==> src/hw/core_pkg.sv <==
`default_nettype none

package core_pkg;

    // integer and instruction widths
    localparam int REG_WIDTH  = 64;
    localparam int INST_WIDTH = 32;

    typedef logic [REG_WIDTH-1:0]  reg_t;
    typedef logic [INST_WIDTH-1:0] inst_t;

    // access size codes, funct3 meaning
    typedef logic [2:0] mem_op_t;

    localparam mem_op_t MEM_B   = 3'd0;
    localparam mem_op_t MEM_H   = 3'd1;
    localparam mem_op_t MEM_W   = 3'd2;
    localparam mem_op_t MEM_D   = 3'd3;
    localparam mem_op_t MEM_BU  = 3'd4;
    localparam mem_op_t MEM_HU  = 3'd5;
    localparam mem_op_t MEM_WU  = 3'd6;
    localparam mem_op_t MEM_BAD = 3'd7;

    // write-back source
    typedef logic [1:0] reg_src_t;

    localparam reg_src_t SRC_ALU = 2'd0;
    localparam reg_src_t SRC_MEM = 2'd1;
    localparam reg_src_t SRC_CSR = 2'd2;

    // local data memory, 64-bit words
    localparam int DMEM_WORDS = 256;
    localparam int DMEM_AW    = 8;

    // everything carried through the LSU stage
    typedef struct packed {
        logic     mem_wr;
        mem_op_t  mem_op;
        reg_t     rs2;
        inst_t    inst;
        reg_t     pc;
        reg_t     alu_res;
        reg_src_t reg_src;
        logic     reg_wr;
        logic     is_ecall;
        logic     is_mret;
        logic     is_csr;
        reg_t     rs1;
        reg_t     csr_rdata;
    } lsu_payload_t;

    // what is left once the write-back value is chosen
    typedef struct packed {
        inst_t inst;
        reg_t  pc;
        logic  reg_wr;
        reg_t  wb_data;
        logic  is_ecall;
        logic  is_mret;
        logic  is_csr;
        // csr write data
        reg_t  rs1;
    } wbu_payload_t;

endpackage

`default_nettype wire

==> src/hw/pipe_stage_reg.sv <==
`timescale 1ns/100ps
`default_nettype none

module pipe_stage_reg #(
    parameter type T = logic
) (
    input  wire logic clk,
    input  wire logic i_arst_n,
    input  wire logic i_flush,
    input  wire logic i_in_valid,
    input  wire T     i_in_data,
    input  wire logic i_out_ready,
    output logic      o_allow_in,
    output logic      o_valid,
    output T          o_data
);

    logic valid_q;
    logic take;
    T     data_q;

    // accept when empty or when the consumer drains us this cycle
    assign o_allow_in = !valid_q || i_out_ready;
    assign take       = i_in_valid && o_allow_in && !i_flush;

    always_ff @(posedge clk or negedge i_arst_n) begin
        if (!i_arst_n) begin
            valid_q <= 1'b0;
        end else if (i_flush) begin
            valid_q <= 1'b0;
        end else if (o_allow_in) begin
            valid_q <= i_in_valid;
        end
    end

    always_ff @(posedge clk or negedge i_arst_n) begin
        if (!i_arst_n) begin
            data_q <= '0;
        end else if (take) begin
            data_q <= i_in_data;
        end
    end

    assign o_valid = valid_q;
    assign o_data  = data_q;

    // a stalled item must not change under the consumer
    a_hold_stable : assert property (
        @(posedge clk) disable iff (!i_arst_n)
        o_valid && !i_out_ready |=> $stable(o_data)
    ) else $error("stage payload changed while stalled");

endmodule

`default_nettype wire

==> src/hw/lsu_regs.sv <==
`timescale 1ns/100ps
`default_nettype none

module lsu_regs (
    input  wire logic                  clk,
    input  wire logic                  i_arst_n,
    input  wire logic                  i_flush,
    input  wire logic                  i_exu_valid,
    // memory control
    input  wire logic                  i_mem_wr,
    input  wire core_pkg::mem_op_t     i_mem_op,
    input  wire core_pkg::reg_t        i_rs2,
    // inst and pc
    input  wire core_pkg::inst_t       i_inst,
    input  wire core_pkg::reg_t        i_pc,
    // forwarded to write-back
    input  wire core_pkg::reg_t        i_alu_res,
    input  wire core_pkg::reg_src_t    i_reg_src,
    input  wire logic                  i_reg_wr,
    input  wire logic                  i_is_ecall,
    input  wire logic                  i_is_mret,
    input  wire logic                  i_is_csr,
    input  wire core_pkg::reg_t        i_rs1,
    input  wire core_pkg::reg_t        i_csr_rdata,
    input  wire logic                  i_lsu_ready,
    output logic                       o_allow_in,
    output logic                       o_lsu_valid,
    output core_pkg::lsu_payload_t     o_lsu
);

    import core_pkg::*;

    lsu_payload_t lsu_in;

    // pack the loose execute ports into the stage payload
    always_comb begin
        lsu_in.mem_wr    = i_mem_wr;
        lsu_in.mem_op    = i_mem_op;
        lsu_in.rs2       = i_rs2;
        lsu_in.inst      = i_inst;
        lsu_in.pc        = i_pc;
        lsu_in.alu_res   = i_alu_res;
        lsu_in.reg_src   = i_reg_src;
        lsu_in.reg_wr    = i_reg_wr;
        lsu_in.is_ecall  = i_is_ecall;
        lsu_in.is_mret   = i_is_mret;
        lsu_in.is_csr    = i_is_csr;
        lsu_in.rs1       = i_rs1;
        lsu_in.csr_rdata = i_csr_rdata;
    end

    pipe_stage_reg #(
        .T (lsu_payload_t)
    ) u_stage (
        .clk         (clk),
        .i_arst_n    (i_arst_n),
        .i_flush     (i_flush),
        .i_in_valid  (i_exu_valid),
        .i_in_data   (lsu_in),
        .i_out_ready (i_lsu_ready),
        .o_allow_in  (o_allow_in),
        .o_valid     (o_lsu_valid),
        .o_data      (o_lsu)
    );

    // a store never also writes back load data
    a_no_store_load : assert property (
        @(posedge clk) disable iff (!i_arst_n)
        o_lsu_valid |-> !(o_lsu.mem_wr && o_lsu.reg_wr && o_lsu.reg_src == SRC_MEM)
    ) else $error("store item also marked as load write-back");

endmodule

`default_nettype wire

==> config.mk <==
export PLATFORM = sky130hd
export DESIGN_NAME = lsu_regs
export DESIGN_NICKNAME = d
export VERILOG_FILES = /design/src/hw/core_pkg.sv /design/src/hw/pipe_stage_reg.sv /design/src/hw/lsu_regs.sv
export SDC_FILE = /design/constraint.sdc
export NUM_CORES = 1
export LEC_CHECK = 0
export ABC_AREA = 0
export BUFFER_PORTS_ARGS = -buffer_cell sky130_fd_sc_hd__buf_2
export CAP_MARGIN = 5
export CORE_AREA = 2 2 287 289
export DETAILED_ROUTE_END_ITERATION = 8
export DIE_AREA = 0 0 289 291
export MAX_ROUTING_LAYER = met4
export PLACE_DENSITY = 0.36
export SLEW_MARGIN = 20
export SYNTH_ARGS = -nofsm -noshare
export SYNTH_HDL_FRONTEND = slang
export SYNTH_HIERARCHICAL = 1
export SYNTH_SLANG_ARGS = --single-unit
==> constraint.sdc <==
create_clock -name clk -period 1.5 [get_ports clk]
set_input_delay 0.075 -clock clk [delete_from_list [all_inputs] [get_ports clk]]
set_output_delay 0.075 -clock clk [all_outputs]
set_load 0.01 [all_outputs]
==> flow_summary_export.csv, run 1 <==
group,metric,value,unit
run_status,status,"finished with violations",
run_status,violations,"negative setup slack",
hold_path,hp-class,"input pin to async pin",
route,dr.pass1.iters,4,
grt,grt-ovfl-total,0,
sta,fin_ws,-304,ps
floorplanning,core-area,81200,sq um
yosys,synth_area,13500,sq um
layout,layout_common_cells,"buf_2, dlygate4sd3_1, dfrtp_1, mux2_2, mux2_1",
floorplanning,start_util,16.7,%
route,ant_nets,0,
cts,cts_sinks,363,
route,vias_per_cell,3.61,
layout,multi_input_area,4240,sq um
sta,rsz0062_at_grt,"yes",
yosys,yosysUniqueCellTypes,10,
cts,cts_root_buf,"clkbuf_16",
floorplanning,fp.dieH,291,um
route,wire_per_inst,16.0,um
setup_path,cp.depth,6,
power_and_ir_drop,p_leak,0.0113,uW
layout,drive_gt1_share,54.1,%
grt,grt_max_degree,57,
place,place.gp.congestion,0.778,
floorplanning,die_area,84100,sq um
place,placed_area,18900,sq um
setup_path,cpPeakStageDelay,380,ps
yosys,synth-seq-cells,363,
route,drc_errors,0,
setup_path,path_delay_family,"buffers and inverters",
sta,tightest_slew,628,ps
layout,postLayoutCellArea,24100,sq um
route,route.vias.total,11000,
grt,track_usage,11.3,%
layout,area_delta_synth_final,78.2,%
floorplanning,ios,731,
setup_path,crit_buf_inv,3,
sta,fin_crit,1800,ps
setup_path,cp.arrival,2240,ps
cts,clockBufferDepth,3,
layout,final_common_cell,"buf_2",
place,dp_hpwl,36600,um
grt,grt_pass1_vias,12200,
setup_path,critPathRequiredTime,1930,ps
yosys,syn_area_per_cell,17.6,sq um
sta,timing.slew.headroom,58.0,%
cts,htree_levels,2,
sta,tns,-87090,ps
layout,insertedDiodeCount,0,
setup_path,criticalPathCategory,"flip-flop to flip-flop",
cts,cts_tree,"built",
route,wl,48700,um
cts,worstSkewPairLatency,550,ps
sta,finClkSkew,8.08,ps
route,first_iter_violations,169,
sta,report.final.setup_viol,362,
setup_path,path_cells,"nor2b_4, nor3b_4, buf_6, clkbuf_16, buf_4, mux2_2",
setup_path,end_kind,"flip-flop",
layout,seqCellArea,9080,sq um
power_and_ir_drop,power.density,1200,nW/um^2
grt,grt_first_pass_wirelength,71600,um
floorplanning,die_w,289,um
sta,hold_viol,0,
setup_path,cp-start-kind,"flip-flop",
power_and_ir_drop,ir_drop,0.750,mV
place,place.port_buffers,730,
yosys,syn-num-nets,1137,
setup_path,critPathMaxFanout,8,
sta,max_freq,554,MHz
setup_path,r2r_cells,6,
cts,cts-buffers-inserted,44,
layout,fillCellCount,8401,
yosys,ys_seq_area_share,67.0,%
floorplanning,placementRows,105,
setup_path,slowest_stage,"dfrtp_1",
job,maxCapViolations,0,
sta,period_share,120,%
yosys,syn_inst,770,
layout,layout.nets,2304,
yosys,yosys_warnings,6,
grt,antenna_found_initial,1,
sta,maxSlewViolCount,0,
cts,clkTransAtPathRegs,60,ps
[registers in the layout, summed over array words and instances, names as in the netlist]
name,flops
u_stage/o_valid,1
u_stage/o_data,362
[worst register-to-register path, delay by kind of cell (launching register included)]
family | cells | cell delay [ps]
buf+inv | 3 | 550
flops | 1 | 380
mux | 1 | 340
simple gates | 2 | 400
[Yosys cell counts]
master   instances  area [sq um]
dfrtp_1        363          9080
mux2_2         182          2050
mux2_1         180          2030
buf_6           20           225
buf_2           10          50.1
buf_4           10          75.1
nor2_1           2          7.51
inv_1            1          3.75
nor2b_4          1          13.8
nor3b_2          1          12.5
[through the flow]
| stage | cells | setup WS [ps] | power (uW) | utilization (%) | hold WS [ps] |
|---|---|---|---|---|---|
| after floorplan | 770 | -91.5 | 14900 | - | -221 |
| final | 3036 | -304 | 28900 | 29.7 | 223 |
| after detailed placement | 2587 | -274 | 18200 | 23.2 | -39.1 |
| after global routing | 3036 | -359 | 30600 | 29.7 | 208 |
| after CTS | 3028 | -296 | 29400 | 29.4 | 204 |
| after global placement | 2587 | -265 | 18200 | 23.2 | -37.5 |
[worst paths after layout]
check                                            to  slack [ps]                 from
worst max-delay path            u_stage/o_data[221]        -300      u_stage/o_valid
worst min-delay path            u_stage/o_data[106]         220             i_arst_n
worst max register to register  u_stage/o_data[221]        -300      u_stage/o_valid
worst min register to register  u_stage/o_data[269]         480  u_stage/o_data[269]
max in group asynchronous       u_stage/o_data[112]         230             i_arst_n
min in group clk                u_stage/o_data[303]         270             i_rs2[9]
[cells by family (layout without fill, tap and decap cells)]
family | after synthesis | in the layout | synth area share (%)
flops | 363 | 363 | 67.0
simple gates | 4 | 4 | 0.249
buf+inv | 41 | 1237 | 2.61
mux | 362 | 362 | 30.1
[repair_timing]
| item | CTS | global route |
|---|---|---|
| hold buffers | 366 | 0 |
| setup endpoints to repair | 363 | 364 |
| setup buffers | 0 | 3 |
| endpoints found under the hold margin | 704 | 0 |
| gates cloned | 0 | 5 |
| gates resized for setup | 1 | 36 |
[metal layers]
metal | part of all wire [%] | vias up | track usage, %
met5 | 0 | - | -
met1 | 37 | 5452 | 11.6
met3 | 6.8 | 73 | 2.82
li1 | - | 5058 | -
met4 | 2.5 | 0 | 3.39
met2 | 54 | 385 | 21.0
[power breakdown]
| group | internal (uW) | switching [uW] | total (uW) |
|---|---|---|---|
| registers | 11500 | 807 | 12300 |
| clock network | 5830 | 4160 | 9990 |
| logic | 3560 | 3070 | 6630 |
| total | 20900 | 8030 | 28900 |
[layout make-up]
cell class	instances	share of cell area, %
sequential	363	37.6
timing repair buffer	1161	33.8
multi-input combinational	366	17.6
tap	1070	5.54
clock buffer	67	5.30
clock inverter	8	0.181
inverter	1	0.0155
(Power assumes the default switching activity.)
==> inputs of run 2 (changes only) <==
--- a/config.mk
+++ b/config.mk
@@ -13,6 +13,7 @@
 export DIE_AREA = 0 0 289 291
 export MAX_ROUTING_LAYER = met4
 export PLACE_DENSITY = 0.36
+export SKIP_LAST_GASP = 1
 export SLEW_MARGIN = 20
 export SYNTH_ARGS = -nofsm -noshare
 export SYNTH_HDL_FRONTEND = slang
==> run 2 against run 1 <==
The flow still finishes with violations (negative setup slack). Clock power is essentially flat. Critical path depth did not move. Wire length shrank 0.20%. Cell area is 0.17% lower. Hold slack barely moved. Worst setup slack got worse by 1.7 ps. Total power fell by 0.21%. Critical path type unchanged. Largest cell class unchanged.
==> flow_summary_export.csv, run 2 (synthesized netlist as in run 1, its figures left out) <==
group,metric,value,unit
run_status,status,"finished with violations",
run_status,violations,"negative setup slack",
power_and_ir_drop,power.density,1200,nW/um^2
cts,cts-buffers-inserted,44,
route,ant_nets,0,
layout,seqCellArea,9080,sq um
cts,clockBufferDepth,3,
grt,grt_max_degree,57,
sta,finClkSkew,8.45,ps
setup_path,cp.arrival,2230,ps
layout,final_common_cell,"buf_2",
layout,largest_reg_flops,362,
grt,grt-busiest-layer,"met2",
layout,area_delta_synth_final,77.9,%
cts,cts_root_buf,"clkbuf_16",
route,route.vias.total,10900,
setup_path,path_delay_family,"buffers and inverters",
grt,grtUsageMet1,11.6,%
layout,drive_gt1_share,53.6,%
sta,timing.slew.headroom,58.0,%
setup_path,path_cells,"nor2b_4, nor3b_4, buf_6, buf_12, buf_12, mux2_1",
layout,multi_input_area,4200,sq um
route,wire_per_inst,16.0,um
place,place.gp.congestion,0.778,
layout,final_core_util,29.7,%
setup_path,criticalPathCategory,"flip-flop to flip-flop",
sta,report.final.setup_viol,362,
floorplanning,ios,731,
sta,max_freq,554,MHz
grt,met2_usage,21.0,%
grt,grt_first_pass_wirelength,71600,um
route,vias_per_cell,3.60,
power_and_ir_drop,p_leak,0.0113,uW
sta,maxSlewViolCount,0,
grt,grt_pass1_vias,12200,
setup_path,crit_buf_inv,3,
cts,cts_sinks,363,
sta,hold_ws,223,ps
layout,layout_common_cells,"buf_2, dlygate4sd3_1, dfrtp_1, mux2_2, mux2_1",
floorplanning,placementRows,105,
grt,track_usage,11.3,%
route,wl,48600,um
floorplanning,core-area,81200,sq um
grt,antenna_found_initial,1,
sta,hold_viol,0,
cts,htree_levels,2,
sta,tns,-87320,ps
layout,stdcell_count,3036,
setup_path,critPathRequiredTime,1920,ps
sta,fin_crit,1810,ps
cts,clkTransAtPathRegs,60,ps
layout,fillCellCount,8402,
floorplanning,start_util,16.7,%
floorplanning,fp.dieH,291,um
route,drc_errors,0,
cts,worstSkewPairLatency,550,ps
setup_path,end_kind,"flip-flop",
setup_path,crit_path_frequent_cell,"buf_12",
place,place.port_buffers,730,
place,dp_hpwl,36600,um
floorplanning,die_area,84100,sq um
layout,insertedDiodeCount,0,
floorplanning,die_w,289,um
route,dr.pass1.iters,4,
setup_path,critPathMaxFanout,19,
cts,cts_tree,"built",
grt,met3_usage,2.82,%
sta,rsz0062_at_grt,"yes",
route,first_iter_violations,161,
setup_path,cp-start-kind,"flip-flop",
setup_path,slowest_stage,"dfrtp_1",
power_and_ir_drop,power,28800,uW
sta,fin_ws,-306,ps
sta,tightest_slew,628,ps
hold_path,hp-class,"input pin to async pin",
layout,layout.nets,2304,
job,maxCapViolations,0,
place,dp_cells,2587,
grt,grt-ovfl-total,0,
power_and_ir_drop,ir_drop,0.751,mV
setup_path,cpPeakStageDelay,380,ps
sta,period_share,120,%
## run 2: per-layer routing
| metal | wire length, um | part of all wire (%) |
|---|---|---|
| met1 | 17900 | 37 |
| met2 | 26200 | 54 |
| met3 | 3340 | 6.9 |
| met4 | 1230 | 2.5 |
| met5 | 0 | 0 |
## run 2: worst min-delay path, delay by kind of cell
kind     cells  cell delay, ps
buf+inv      3            1030
## run 2: layout make-up
cell class                 count  share of cell area, %
tap                         1070                   5.55
sequential                   363                   37.7
timing repair buffer        1161                   33.8
clock buffer                  67                   5.30
clock inverter                 8                  0.182
multi-input combinational    366                   17.4
inverter                       1                 0.0156
## run 2: where the power goes
part	switching (uW)	internal (uW)
Clock	4150	5830
Sequential	805	11500
Combinational	3060	3520
## run 2: timing repair
action / in CTS / in global routing
gates cloned: 0 / 5
endpoints found under the setup margin: 363 / 364
resized for setup: 0 / 26
setup buffers: 0 / 3
hold buffers: 366 / 0
endpoints found under the hold margin: 704 / 0
## run 2: per-stage QoR
| stage | area (sq um) | setup WS, ps |
|---|---|---|
| floorplan | 13600 | -91.5 |
| global placement | 18900 | -265 |
| detailed placement | 18900 | -274 |
| CTS | 23900 | -296 |
| global route | 24100 | -358 |
| finish | 24100 | -306 |
## run 2: final timing paths
check,startpoint,to,slack [ps],cells after the start
min reg2reg,u_stage/o_data[269],u_stage/o_data[269],480,1
max,u_stage/o_valid,u_stage/o_data[350],-310,6
min,i_arst_n,u_stage/o_data[106],220,3
min in group clk,i_rs2[9],u_stage/o_data[303],270,3
max reg2reg,u_stage/o_valid,u_stage/o_data[350],-310,6
max in group asynchronous,i_arst_n,u_stage/o_data[112],230,3
