## src/hw/core_pkg.sv

```systemverilog
`default_nettype none

package core_pkg;

    // integer and instruction widths
    localparam int REG_WIDTH  = 64;
    localparam int INST_WIDTH = 32;

    typedef logic [REG_WIDTH-1:0]  reg_t;
    typedef logic [INST_WIDTH-1:0] inst_t;

    // access size codes, funct3 meaning
    typedef logic [2:0] mem_op_t;

    localparam mem_op_t MEM_B   = 3'd0;
    localparam mem_op_t MEM_H   = 3'd1;
    localparam mem_op_t MEM_W   = 3'd2;
    localparam mem_op_t MEM_D   = 3'd3;
    localparam mem_op_t MEM_BU  = 3'd4;
    localparam mem_op_t MEM_HU  = 3'd5;
    localparam mem_op_t MEM_WU  = 3'd6;
    localparam mem_op_t MEM_BAD = 3'd7;

    // write-back source
    typedef logic [1:0] reg_src_t;

    localparam reg_src_t SRC_ALU = 2'd0;
    localparam reg_src_t SRC_MEM = 2'd1;
    localparam reg_src_t SRC_CSR = 2'd2;

    // local data memory, 64-bit words
    localparam int DMEM_WORDS = 256;
    localparam int DMEM_AW    = 8;

    // everything carried through the LSU stage
    typedef struct packed {
        logic     mem_wr;
        mem_op_t  mem_op;
        reg_t     rs2;
        inst_t    inst;
        reg_t     pc;
        reg_t     alu_res;
        reg_src_t reg_src;
        logic     reg_wr;
        logic     is_ecall;
        logic     is_mret;
        logic     is_csr;
        reg_t     rs1;
        reg_t     csr_rdata;
    } lsu_payload_t;

    // what is left once the write-back value is chosen
    typedef struct packed {
        inst_t inst;
        reg_t  pc;
        logic  reg_wr;
        reg_t  wb_data;
        logic  is_ecall;
        logic  is_mret;
        logic  is_csr;
        // csr write data
        reg_t  rs1;
    } wbu_payload_t;

endpackage

`default_nettype wire

```

## src/hw/pipe_stage_reg.sv

```systemverilog
`timescale 1ns/100ps
`default_nettype none

module pipe_stage_reg #(
    parameter type T = logic
) (
    input  wire logic clk,
    input  wire logic i_arst_n,
    input  wire logic i_flush,
    input  wire logic i_in_valid,
    input  wire T     i_in_data,
    input  wire logic i_out_ready,
    output logic      o_allow_in,
    output logic      o_valid,
    output T          o_data
);

    logic valid_q;
    logic take;
    T     data_q;

    // accept when empty or when the consumer drains us this cycle
    assign o_allow_in = !valid_q || i_out_ready;
    assign take       = i_in_valid && o_allow_in && !i_flush;

    always_ff @(posedge clk or negedge i_arst_n) begin
        if (!i_arst_n) begin
            valid_q <= 1'b0;
        end else if (i_flush) begin
            valid_q <= 1'b0;
        end else if (o_allow_in) begin
            valid_q <= i_in_valid;
        end
    end

    always_ff @(posedge clk or negedge i_arst_n) begin
        if (!i_arst_n) begin
            data_q <= '0;
        end else if (take) begin
            data_q <= i_in_data;
        end
    end

    assign o_valid = valid_q;
    assign o_data  = data_q;

    // a stalled item must not change under the consumer
    a_hold_stable : assert property (
        @(posedge clk) disable iff (!i_arst_n)
        o_valid && !i_out_ready |=> $stable(o_data)
    ) else $error("stage payload changed while stalled");

endmodule

`default_nettype wire

```

## src/hw/wbu_regs.sv

```systemverilog
`timescale 1ns/100ps
`default_nettype none

module wbu_regs (
    input  wire logic                   clk,
    input  wire logic                   i_arst_n,
    input  wire logic                   i_flush,
    input  wire logic                   i_lsu_valid,
    input  wire core_pkg::lsu_payload_t i_lsu,
    input  wire core_pkg::reg_t         i_load_data,
    input  wire logic                   i_wb_ready,
    output logic                        o_allow_in,
    output logic                        o_wb_valid,
    output core_pkg::wbu_payload_t      o_wb
);

    import core_pkg::*;

    reg_t         wb_data;
    wbu_payload_t wbu_in;

    // pick the write-back value before it is registered
    always_comb begin
        case (i_lsu.reg_src)
            SRC_ALU: wb_data = i_lsu.alu_res;
            SRC_MEM: wb_data = i_load_data;
            SRC_CSR: wb_data = i_lsu.csr_rdata;
            default: wb_data = i_lsu.alu_res;
        endcase
    end

    always_comb begin
        wbu_in.inst     = i_lsu.inst;
        wbu_in.pc       = i_lsu.pc;
        wbu_in.reg_wr   = i_lsu.reg_wr;
        wbu_in.wb_data  = wb_data;
        wbu_in.is_ecall = i_lsu.is_ecall;
        wbu_in.is_mret  = i_lsu.is_mret;
        wbu_in.is_csr   = i_lsu.is_csr;
        wbu_in.rs1      = i_lsu.rs1;
    end

    pipe_stage_reg #(
        .T (wbu_payload_t)
    ) u_stage (
        .clk         (clk),
        .i_arst_n    (i_arst_n),
        .i_flush     (i_flush),
        .i_in_valid  (i_lsu_valid),
        .i_in_data   (wbu_in),
        .i_out_ready (i_wb_ready),
        .o_allow_in  (o_allow_in),
        .o_valid     (o_wb_valid),
        .o_data      (o_wb)
    );

endmodule

`default_nettype wire

```

## config.mk

```make
export PLATFORM = sky130hd
export DESIGN_NAME = wbu_regs
export DESIGN_NICKNAME = d
export VERILOG_FILES = /design/src/hw/core_pkg.sv /design/src/hw/pipe_stage_reg.sv /design/src/hw/wbu_regs.sv
export SDC_FILE = /design/constraint.sdc
export NUM_CORES = 1
export LEC_CHECK = 0
export ABC_CLOCK_PERIOD_IN_PS = 1700
export BUFFER_PORTS_ARGS = -buffer_cell sky130_fd_sc_hd__buf_2
export CAP_MARGIN = 20
export CORE_AREA = 2 2 257 259
export CTS_BUF_LIST = sky130_fd_sc_hd__clkbuf_16
export CTS_CLUSTER_SIZE = 20
export DETAILED_ROUTE_END_ITERATION = 16
export DIE_AREA = 0 0 259 261
export PLACE_DENSITY_LB_ADDON = 0.08
export REMOVE_ABC_BUFFERS = 1
export SLEW_MARGIN = 20
export SYNTH_ARGS = -nofsm -noshare
export SYNTH_HDL_FRONTEND = slang
export SYNTH_HIERARCHICAL = 1
export SYNTH_SLANG_ARGS = --single-unit
```

## constraint.sdc

```tcl
create_clock -name clk -period 1.7 [get_ports clk]
set_input_delay 0.255 -clock clk [delete_from_list [all_inputs] [get_ports clk]]
set_output_delay 0.255 -clock clk [all_outputs]
set_load 0.05 [all_outputs]
```

==> results.ini, run 1 <==
[power_and_ir_drop]
p_per_area_mw_per_mm2 = 1190
finalPower_mw = 21.3
ir_drop_mv = 0.690
p_leak_nw = 8.32

[yosys]
postSynthAreaPerCell_um2 = 14.9
synth_seq_cells = 229
synth-simple-area-share_pct = 2.65
synth_top_family_by_area = multiplexers
muxShareOfSynthArea_pct = 24.2
synth_compound_area_share_pct = 12.5
synth-adder-area-share_pct = 0.236
synth-xor-area-share_pct = 0
synth_warnings = 6
synthCells = 711
ys_seq_area_share_pct = 54.1
syn-cell-area_mm2 = 0.0106
ys_types = 18

[status]
status = finished, violations left
failed_checks = negative setup slack

[place]
portBuffers = 592
dp_cells = 2163
hpwl_um = 30600
place_area_mm2 = 0.0147
place.gp.congestion = 0.771

[drt]
drt-initial-drc-count = 191
via_per_inst = 3.70
drt_wl_total_um = 39600
route.detailed.drc = 0
routedWlPerCell_um = 16.2
vias = 9033
ant_nets = 0
firstDrtPassIters = 4

[critical_path]
crit_end = u_stage/o_data[165]
critical_path_depth = 6
timing.critical_path.mode_cell = buf_16
critPathMaxFanout = 23
setup.worst_path.end_class = flip-flop
cp_slowest_cell = dfrtp_1
reg2reg_slack_ps = -40
cp_top_family = buffers and inverters
cp_cell_sequence = nor2b_4 > nor3b_4 > buf_12 > buf_16 > buf_16 > mux2_2
worst-path-buf-inv = 3
worst-setup-path-type = reg2reg
slowest_delay_ps = 380
startpoint = u_stage/o_valid
r2r_end = u_stage/o_data[165]
arrival_ps = 2200
reg2regPathDepth = 6
r2r_start = u_stage/o_valid
critPathLaunchType = flip-flop
required_ps = 2160

[floorplanning]
start_util_pct = 16.3
pin_count = 661
num_rows = 94
core_mm2 = 0.0650
fp.dieArea_mm2 = 0.0676
die_h_um = 261
die_w_um = 259

[global_route]
antenna_found_initial = 3
grt_pass1_vias = 9672
overflow = 0
grt_use_total_pct = 11.1
grt_pass1_wl_um = 58100
grt_max_degree = 57

[sta]
drv_slew = 0
finClkSkew_ps = 13.8
fin_crit_sh_pct = 102
worstMarginPinSlew_ps = 320
layout_setup_ws_ps = -42.2
period_minus_slack_ps = 1740
setup-violations-final = 123
slew_headroom_pct = 78.8
fmax_mhz = 574
whs_ps = 44.6
rsz0062_at_grt = yes
hold_viol = 0

[cts]
tritoncts = built
cts_max_level = 1
cts_buffers = 30
cts_root_buf = clkbuf_16
clock_latency_ps = 580
cts.sinks = 229
clk_pin_slew_worst_paths_ps = 60
cts_buffer_depth = 3

[finish]
design_area_mm2 = 0.0180
utilization_pct = 27.6
mostFrequentLayoutCells = 590 x buf_2, 229 x dfrtp_1, 220 x mux2_2, 217 x dlygate4sd3_1, 64 x nand2_1
syn_to_final_growth_pct = 69.8
finalNetCount = 1986
drive_above_1_share_pct = 66.1
final_common_cell = buf_2
stdcell_count = 2443
fillers = 6893

[worst_hold_path]
min_path_type = in2reg

[run]
drv_cap = 0

==> flip-flops by register name, summed over array words and instances (netlist names) <==
signal	count
u_stage/o_data	228
u_stage/o_valid	1
==> worst reg2reg max path, delay by kind of cell, from the launching register on <==
| kind | cells | cell delay, ps |
|---|---|---|
| buf+inv | 3 | 530 |
| simple gates | 2 | 360 |
| flops | 1 | 380 |
| mux | 1 | 360 |
==> metrics by stage <==
stage / worst slack [ps] / TNS, ps
6_report: -42.2 / -2310
5_1_grt: -112 / -15880
4_1_cts: -31.0 / -859
3_5_place_dp: -47.6 / -1570
3_3_place_gp: -25.6 / -404
2_1_floorplan: -5450 / -1243010
==> Yosys cell counts <==
| cell | number | share of area (%) |
|---|---|---|
| dfrtp_1 | 229 | 54 |
| mux2_2 | 228 | 24 |
| nand2_1 | 64 | 2.3 |
| a22oi_2 | 60 | 7.1 |
| o21ai_2 | 60 | 5.0 |
| clkbuf_8 | 21 | 2.7 |
| buf_4 | 9 | 0.64 |
| buf_6 | 9 | 0.96 |
| buf_12 | 8 | 1.5 |
| buf_2 | 6 | 0.28 |
| a22oi_1 | 4 | 0.28 |
| inv_1 | 3 | 0.11 |
| o21ai_1 | 3 | 0.14 |
| ha_1 | 2 | 0.24 |
| nor2_1 | 2 | 0.071 |
| nor2b_4 | 1 | 0.13 |
| nor3b_4 | 1 | 0.18 |
| o21ai_0 | 1 | 0.047 |
==> worst min path at each step <==
stage | start | endpoint | cells after the start
after floorplan | i_arst_n | u_stage/o_data[0] | 0
after global placement | i_arst_n | u_stage/o_data[4] | 1
after detailed placement | i_arst_n | u_stage/o_data[4] | 1
after CTS | i_lsu[176] | u_stage/o_data[109] | 4
after global routing | i_lsu[176] | u_stage/o_data[109] | 4
final | i_lsu[175] | u_stage/o_data[108] | 4
==> power by group <==
group	total (mW)	internal, mW	switching (mW)	leakage [nW]
registers	6.90	6.45	0.450	2.74
logic	7.89	2.51	5.38	5.08
clock network	6.56	3.95	2.61	0.505
total	21.3	12.9	8.44	8.32
==> final cells by class <==
class	count	area (um2)	share of cell area, %
multi-input cells	426	4250	23.7
clock buffers	30	751	4.18
flip-flops and latches	229	5730	31.9
well taps	864	1080	6.01
clock inverters	26	256	1.43
inverters	3	11.3	0.0626
repair buffers	863	5890	32.8
diodes	2	5.00	0.0278
==> kinds of logic (layout without fill, tap and decap cells) <==
family	Yosys count	count (layout)
simple gates	68	68
compound gates	128	128
other cells	0	2
mux	228	228
flops	229	229
buf+inv	56	922
fa+ha+maj	2	2
==> layer usage <==
| metal | up-vias | GRT usage (%) | wire length, um |
|---|---|---|---|
| met4 | 4 | 3.71 | 1160 |
| met3 | 67 | 3.37 | 3100 |
| met2 | 309 | 20.1 | 20500 |
| met1 | 4380 | 12.3 | 14700 |
| met5 | - | 0 | 30 |
| li1 | 4273 | - | - |
==> timing repair <==
action,CTS,global route
hold endpoints to repair,404,0
pin swaps,0,1
cloned,0,1
gates resized for setup,7,13
setup endpoints to repair,113,219
setup buffers,2,2
hold buffers,217,0
Note: power is estimated with default switching activity, not from simulation.
==> run 2, diff against run 1 <==
Settings changed: SKIP_LAST_GASP set to 1, SYNTH_HIERARCHICAL 1 to unset.
==> run 2 against run 1 <==
Via count is 1.2% lower. Highest routed layer unchanged. Non-clock buffer count fell by 47. Largest cell class is now flip-flops and latches. Sequential share of layout area is 2.0 points higher. Hold slack gained 24 ps. Register-to-register slack about the same. The run still ends with negative setup slack left.
==> results.ini, run 2 <==
[status]
status = finished, violations left
failed_checks = negative setup slack

[power_and_ir_drop]
p_leak_nw = 8.09  ; -2.9%
ir_drop_mv = 0.815  ; +18%
finalPower_mw = 21.0  ; -1.8%
p_per_area_mw_per_mm2 = 1240  ; +4.5%

[yosys]
synth_largest_area_cell = dfrtp_1
postSynthAreaPerCell_um2 = 14.0  ; -5.8%
yosys.cell_count.top_type = dfrtp_1
netlist.area_leader.share_pct = 57.5  ; +3.3 points
synthCells = 711  ; unchanged
ys_types = 15  ; -3
syn-cell-area_mm2 = 0.00997  ; -5.8%
synthArstFlopShare_pct = 100  ; unchanged
synth_warnings = 0  ; -6
ys_seq_area_share_pct = 57.5  ; +3.3 points
synth-edff-count = 0  ; unchanged
synth_area_leaders = dfrtp_1 57%, mux2_2 26%, a221oi_1 5.6%
synthTopCellsByCount = 229 x dfrtp_1, 228 x mux2_2, 67 x inv_1
synth-main-ff-cell = dfrtp_1
synth_seq_cells = 229  ; unchanged

[sta]
hold_viol = 0  ; unchanged
period_minus_slack_ps = 1740  ; -4.30 ps
drv_slew = 0  ; unchanged
layout_setup_ws_ps = -37.9  ; +4.30 ps
finClkSkew_ps = 17.8  ; +3.99 ps
rsz0062_at_grt = yes
fin_crit_sh_pct = 102  ; -0.25 points
setup-violations-final = 89  ; -28%
slew_headroom_pct = 70.2  ; -8.6 points
worstMarginPinSlew_ps = 447  ; +127 ps
fmax_mhz = 575  ; +0.25%
whs_ps = 68.2  ; +23.6 ps

[cts]
cts_root_buf = clkbuf_16
clock_latency_ps = 600  ; +20 ps
cts.sinks = 229  ; unchanged
cts_max_level = 1  ; unchanged
clk_pin_slew_worst_paths_ps = 60  ; about the same
cts_buffers = 31  ; +3.3%
tritoncts = built
cts_buffer_depth = 3  ; unchanged

[global_route]
grt_pass1_vias = 9673  ; +0.010%
grt_pass1_wl_um = 59000  ; +1.5%
overflow = 0  ; unchanged
grt_use_total_pct = 11.3  ; +0.25 points
grt_max_degree = 57  ; unchanged
antenna_found_initial = 10  ; +7

[finish]
finalNetCount = 1940  ; -2.3%
utilization_pct = 26.0  ; -1.7 points
fillers = 7029  ; +2.0%
regArea_mm2 = 0.00573  ; unchanged
syn_to_final_growth_pct = 69.4
mostFrequentLayoutCells = 590 x buf_2, 229 x dfrtp_1, 228 x mux2_2, 167 x dlygate4sd3_1, 74 x inv_1
largest_reg_flops = 228  ; unchanged
multi_input_area_mm2 = 0.00353  ; -17%
final_common_cell = buf_2
drive_above_1_share_pct = 60.2  ; -6.0 points

[floorplanning]
num_rows = 94  ; unchanged
core_mm2 = 0.0650  ; unchanged
start_util_pct = 15.3  ; -0.95 points
die_w_um = 259  ; unchanged
pin_count = 661  ; unchanged
die_h_um = 261  ; unchanged
fp.dieArea_mm2 = 0.0676  ; unchanged

[drt]
drt_wl_total_um = 40600  ; +2.6%
via_per_inst = 3.73  ; +0.76%
firstDrtPassIters = 4  ; unchanged
vias = 8923  ; -1.2%
ant_nets = 0  ; unchanged
route.detailed.drc = 0  ; unchanged
drt-initial-drc-count = 255  ; +34%
routedWlPerCell_um = 16.9  ; +4.6%

[critical_path]
required_ps = 2170  ; about the same
worst-path-buf-inv = 3  ; unchanged
cp_cell_sequence = nor2b_4 > nor3b_4 > buf_12 > buf_12 > buf_16 > mux2_2
cp_top_family = buffers and inverters
slowest_delay_ps = 370  ; about the same
setup.worst_path.end_class = flip-flop
worst-setup-path-type = reg2reg
timing.critical_path.mode_cell = buf_12
critPathMaxFanout = 22  ; -4.3%
critPathLaunchType = flip-flop
cp_slowest_cell = dfrtp_1
arrival_ps = 2210  ; about the same

[worst_hold_path]
min_path_type = in2reg

[place]
place.gp.congestion = 0.779  ; +1.0%
hpwl_um = 30900  ; +1.1%
portBuffers = 592  ; unchanged

[run]
drv_cap = 0  ; unchanged

## run 2: cell count changes in the layout (fill, tap and decap cells not counted), moves of 50 or more
cell           change
nand2_1           -64
dlygate4sd3_1     -50
a21oi_1           +64
inv_1             +68
a221oi_1          +64
o21ai_2           -60
a22oi_2           -60
## run 2: what timing repair did
action | CTS | global route
cloned | 0 | 3
pin swaps | 1 | 0
hold buffers | 167 | 0
resized for setup | 7 | 5
buffers inserted | 1 | 2
hold endpoints to repair | 277 | 0
endpoints found under the setup margin | 224 | 224
## run 2: through the flow
step | setup slack, ps | std cells | setup TNS (ps) | area (um2)
final | -37.9 | 2395 | -1150 | 16900
after global routing | -96.0 | 2394 | -12410 | 16900
after CTS | -40.2 | 2388 | -2880 | 16800
after detailed placement | -199 | 2165 | -27140 | 14100
after global placement | -180 | 2165 | -28710 | 14100
after floorplan | -5450 | 658 | -1243010 | 9500
## run 2: power by group
part           internal (mW)  switching (mW)
registers               6.50           0.467
clock network           3.43            2.60
logic                   2.44            5.53
## run 2: kinds of logic after synthesis
kind of cell,count (synthesis),share of synthesized area [%]
adders and majority gates,2,0.251
DFF,229,57.5
AOI/OAI and AO/OA,128,8.83
muxes,228,25.7
buffers and inverters,120,7.30
and+or+nand+nor,4,0.402
## run 2: tightest hold or removal path, delay by kind of cell
kind            cells  cell delay [ps]
mux                 1              150
compound gates      1              130
buf+inv             2              100
## run 2: worst paths after layout
| check | from | end | slack, ps | cells past startpoint |
|---|---|---|---|---|
| worst max-delay path | u_stage.o_valid | u_stage.o_data[13] | -40 | 6 |
| worst min-delay path | i_lsu[183] | u_stage.o_data[116] | 70 | 4 |
| worst max register to register | u_stage.o_valid | u_stage.o_data[13] | -40 | 6 |
| worst min register to register | u_stage.o_data[192] | u_stage.o_data[192] | 500 | 1 |
| max in group asynchronous | i_arst_n | u_stage.o_data[100] | 900 | 3 |
| min in group asynchronous | i_arst_n | u_stage.o_data[161] | 170 | 2 |
## run 2: layer usage
metal | vias up | track usage (%) | share of wire (%)
met3 | 70 | 3.69 | 8.0
li1 | 4168 | - | -
met4 | 16 | 3.18 | 2.8
met5 | - | 0 | 0.25
met2 | 337 | 20.7 | 52
met1 | 4332 | 12.5 | 37
## run 2: area by class of cell
| type | count | share of cell area [%] |
|---|---|---|
| diodes | 2 | 0.0296 |
| clock buffers | 31 | 4.59 |
| clock inverters | 24 | 0.859 |
| inverters | 67 | 1.49 |
| multi-input cells | 362 | 20.9 |
| flip-flops and latches | 229 | 33.9 |
| well taps | 864 | 6.40 |
| repair buffers | 816 | 31.8 |
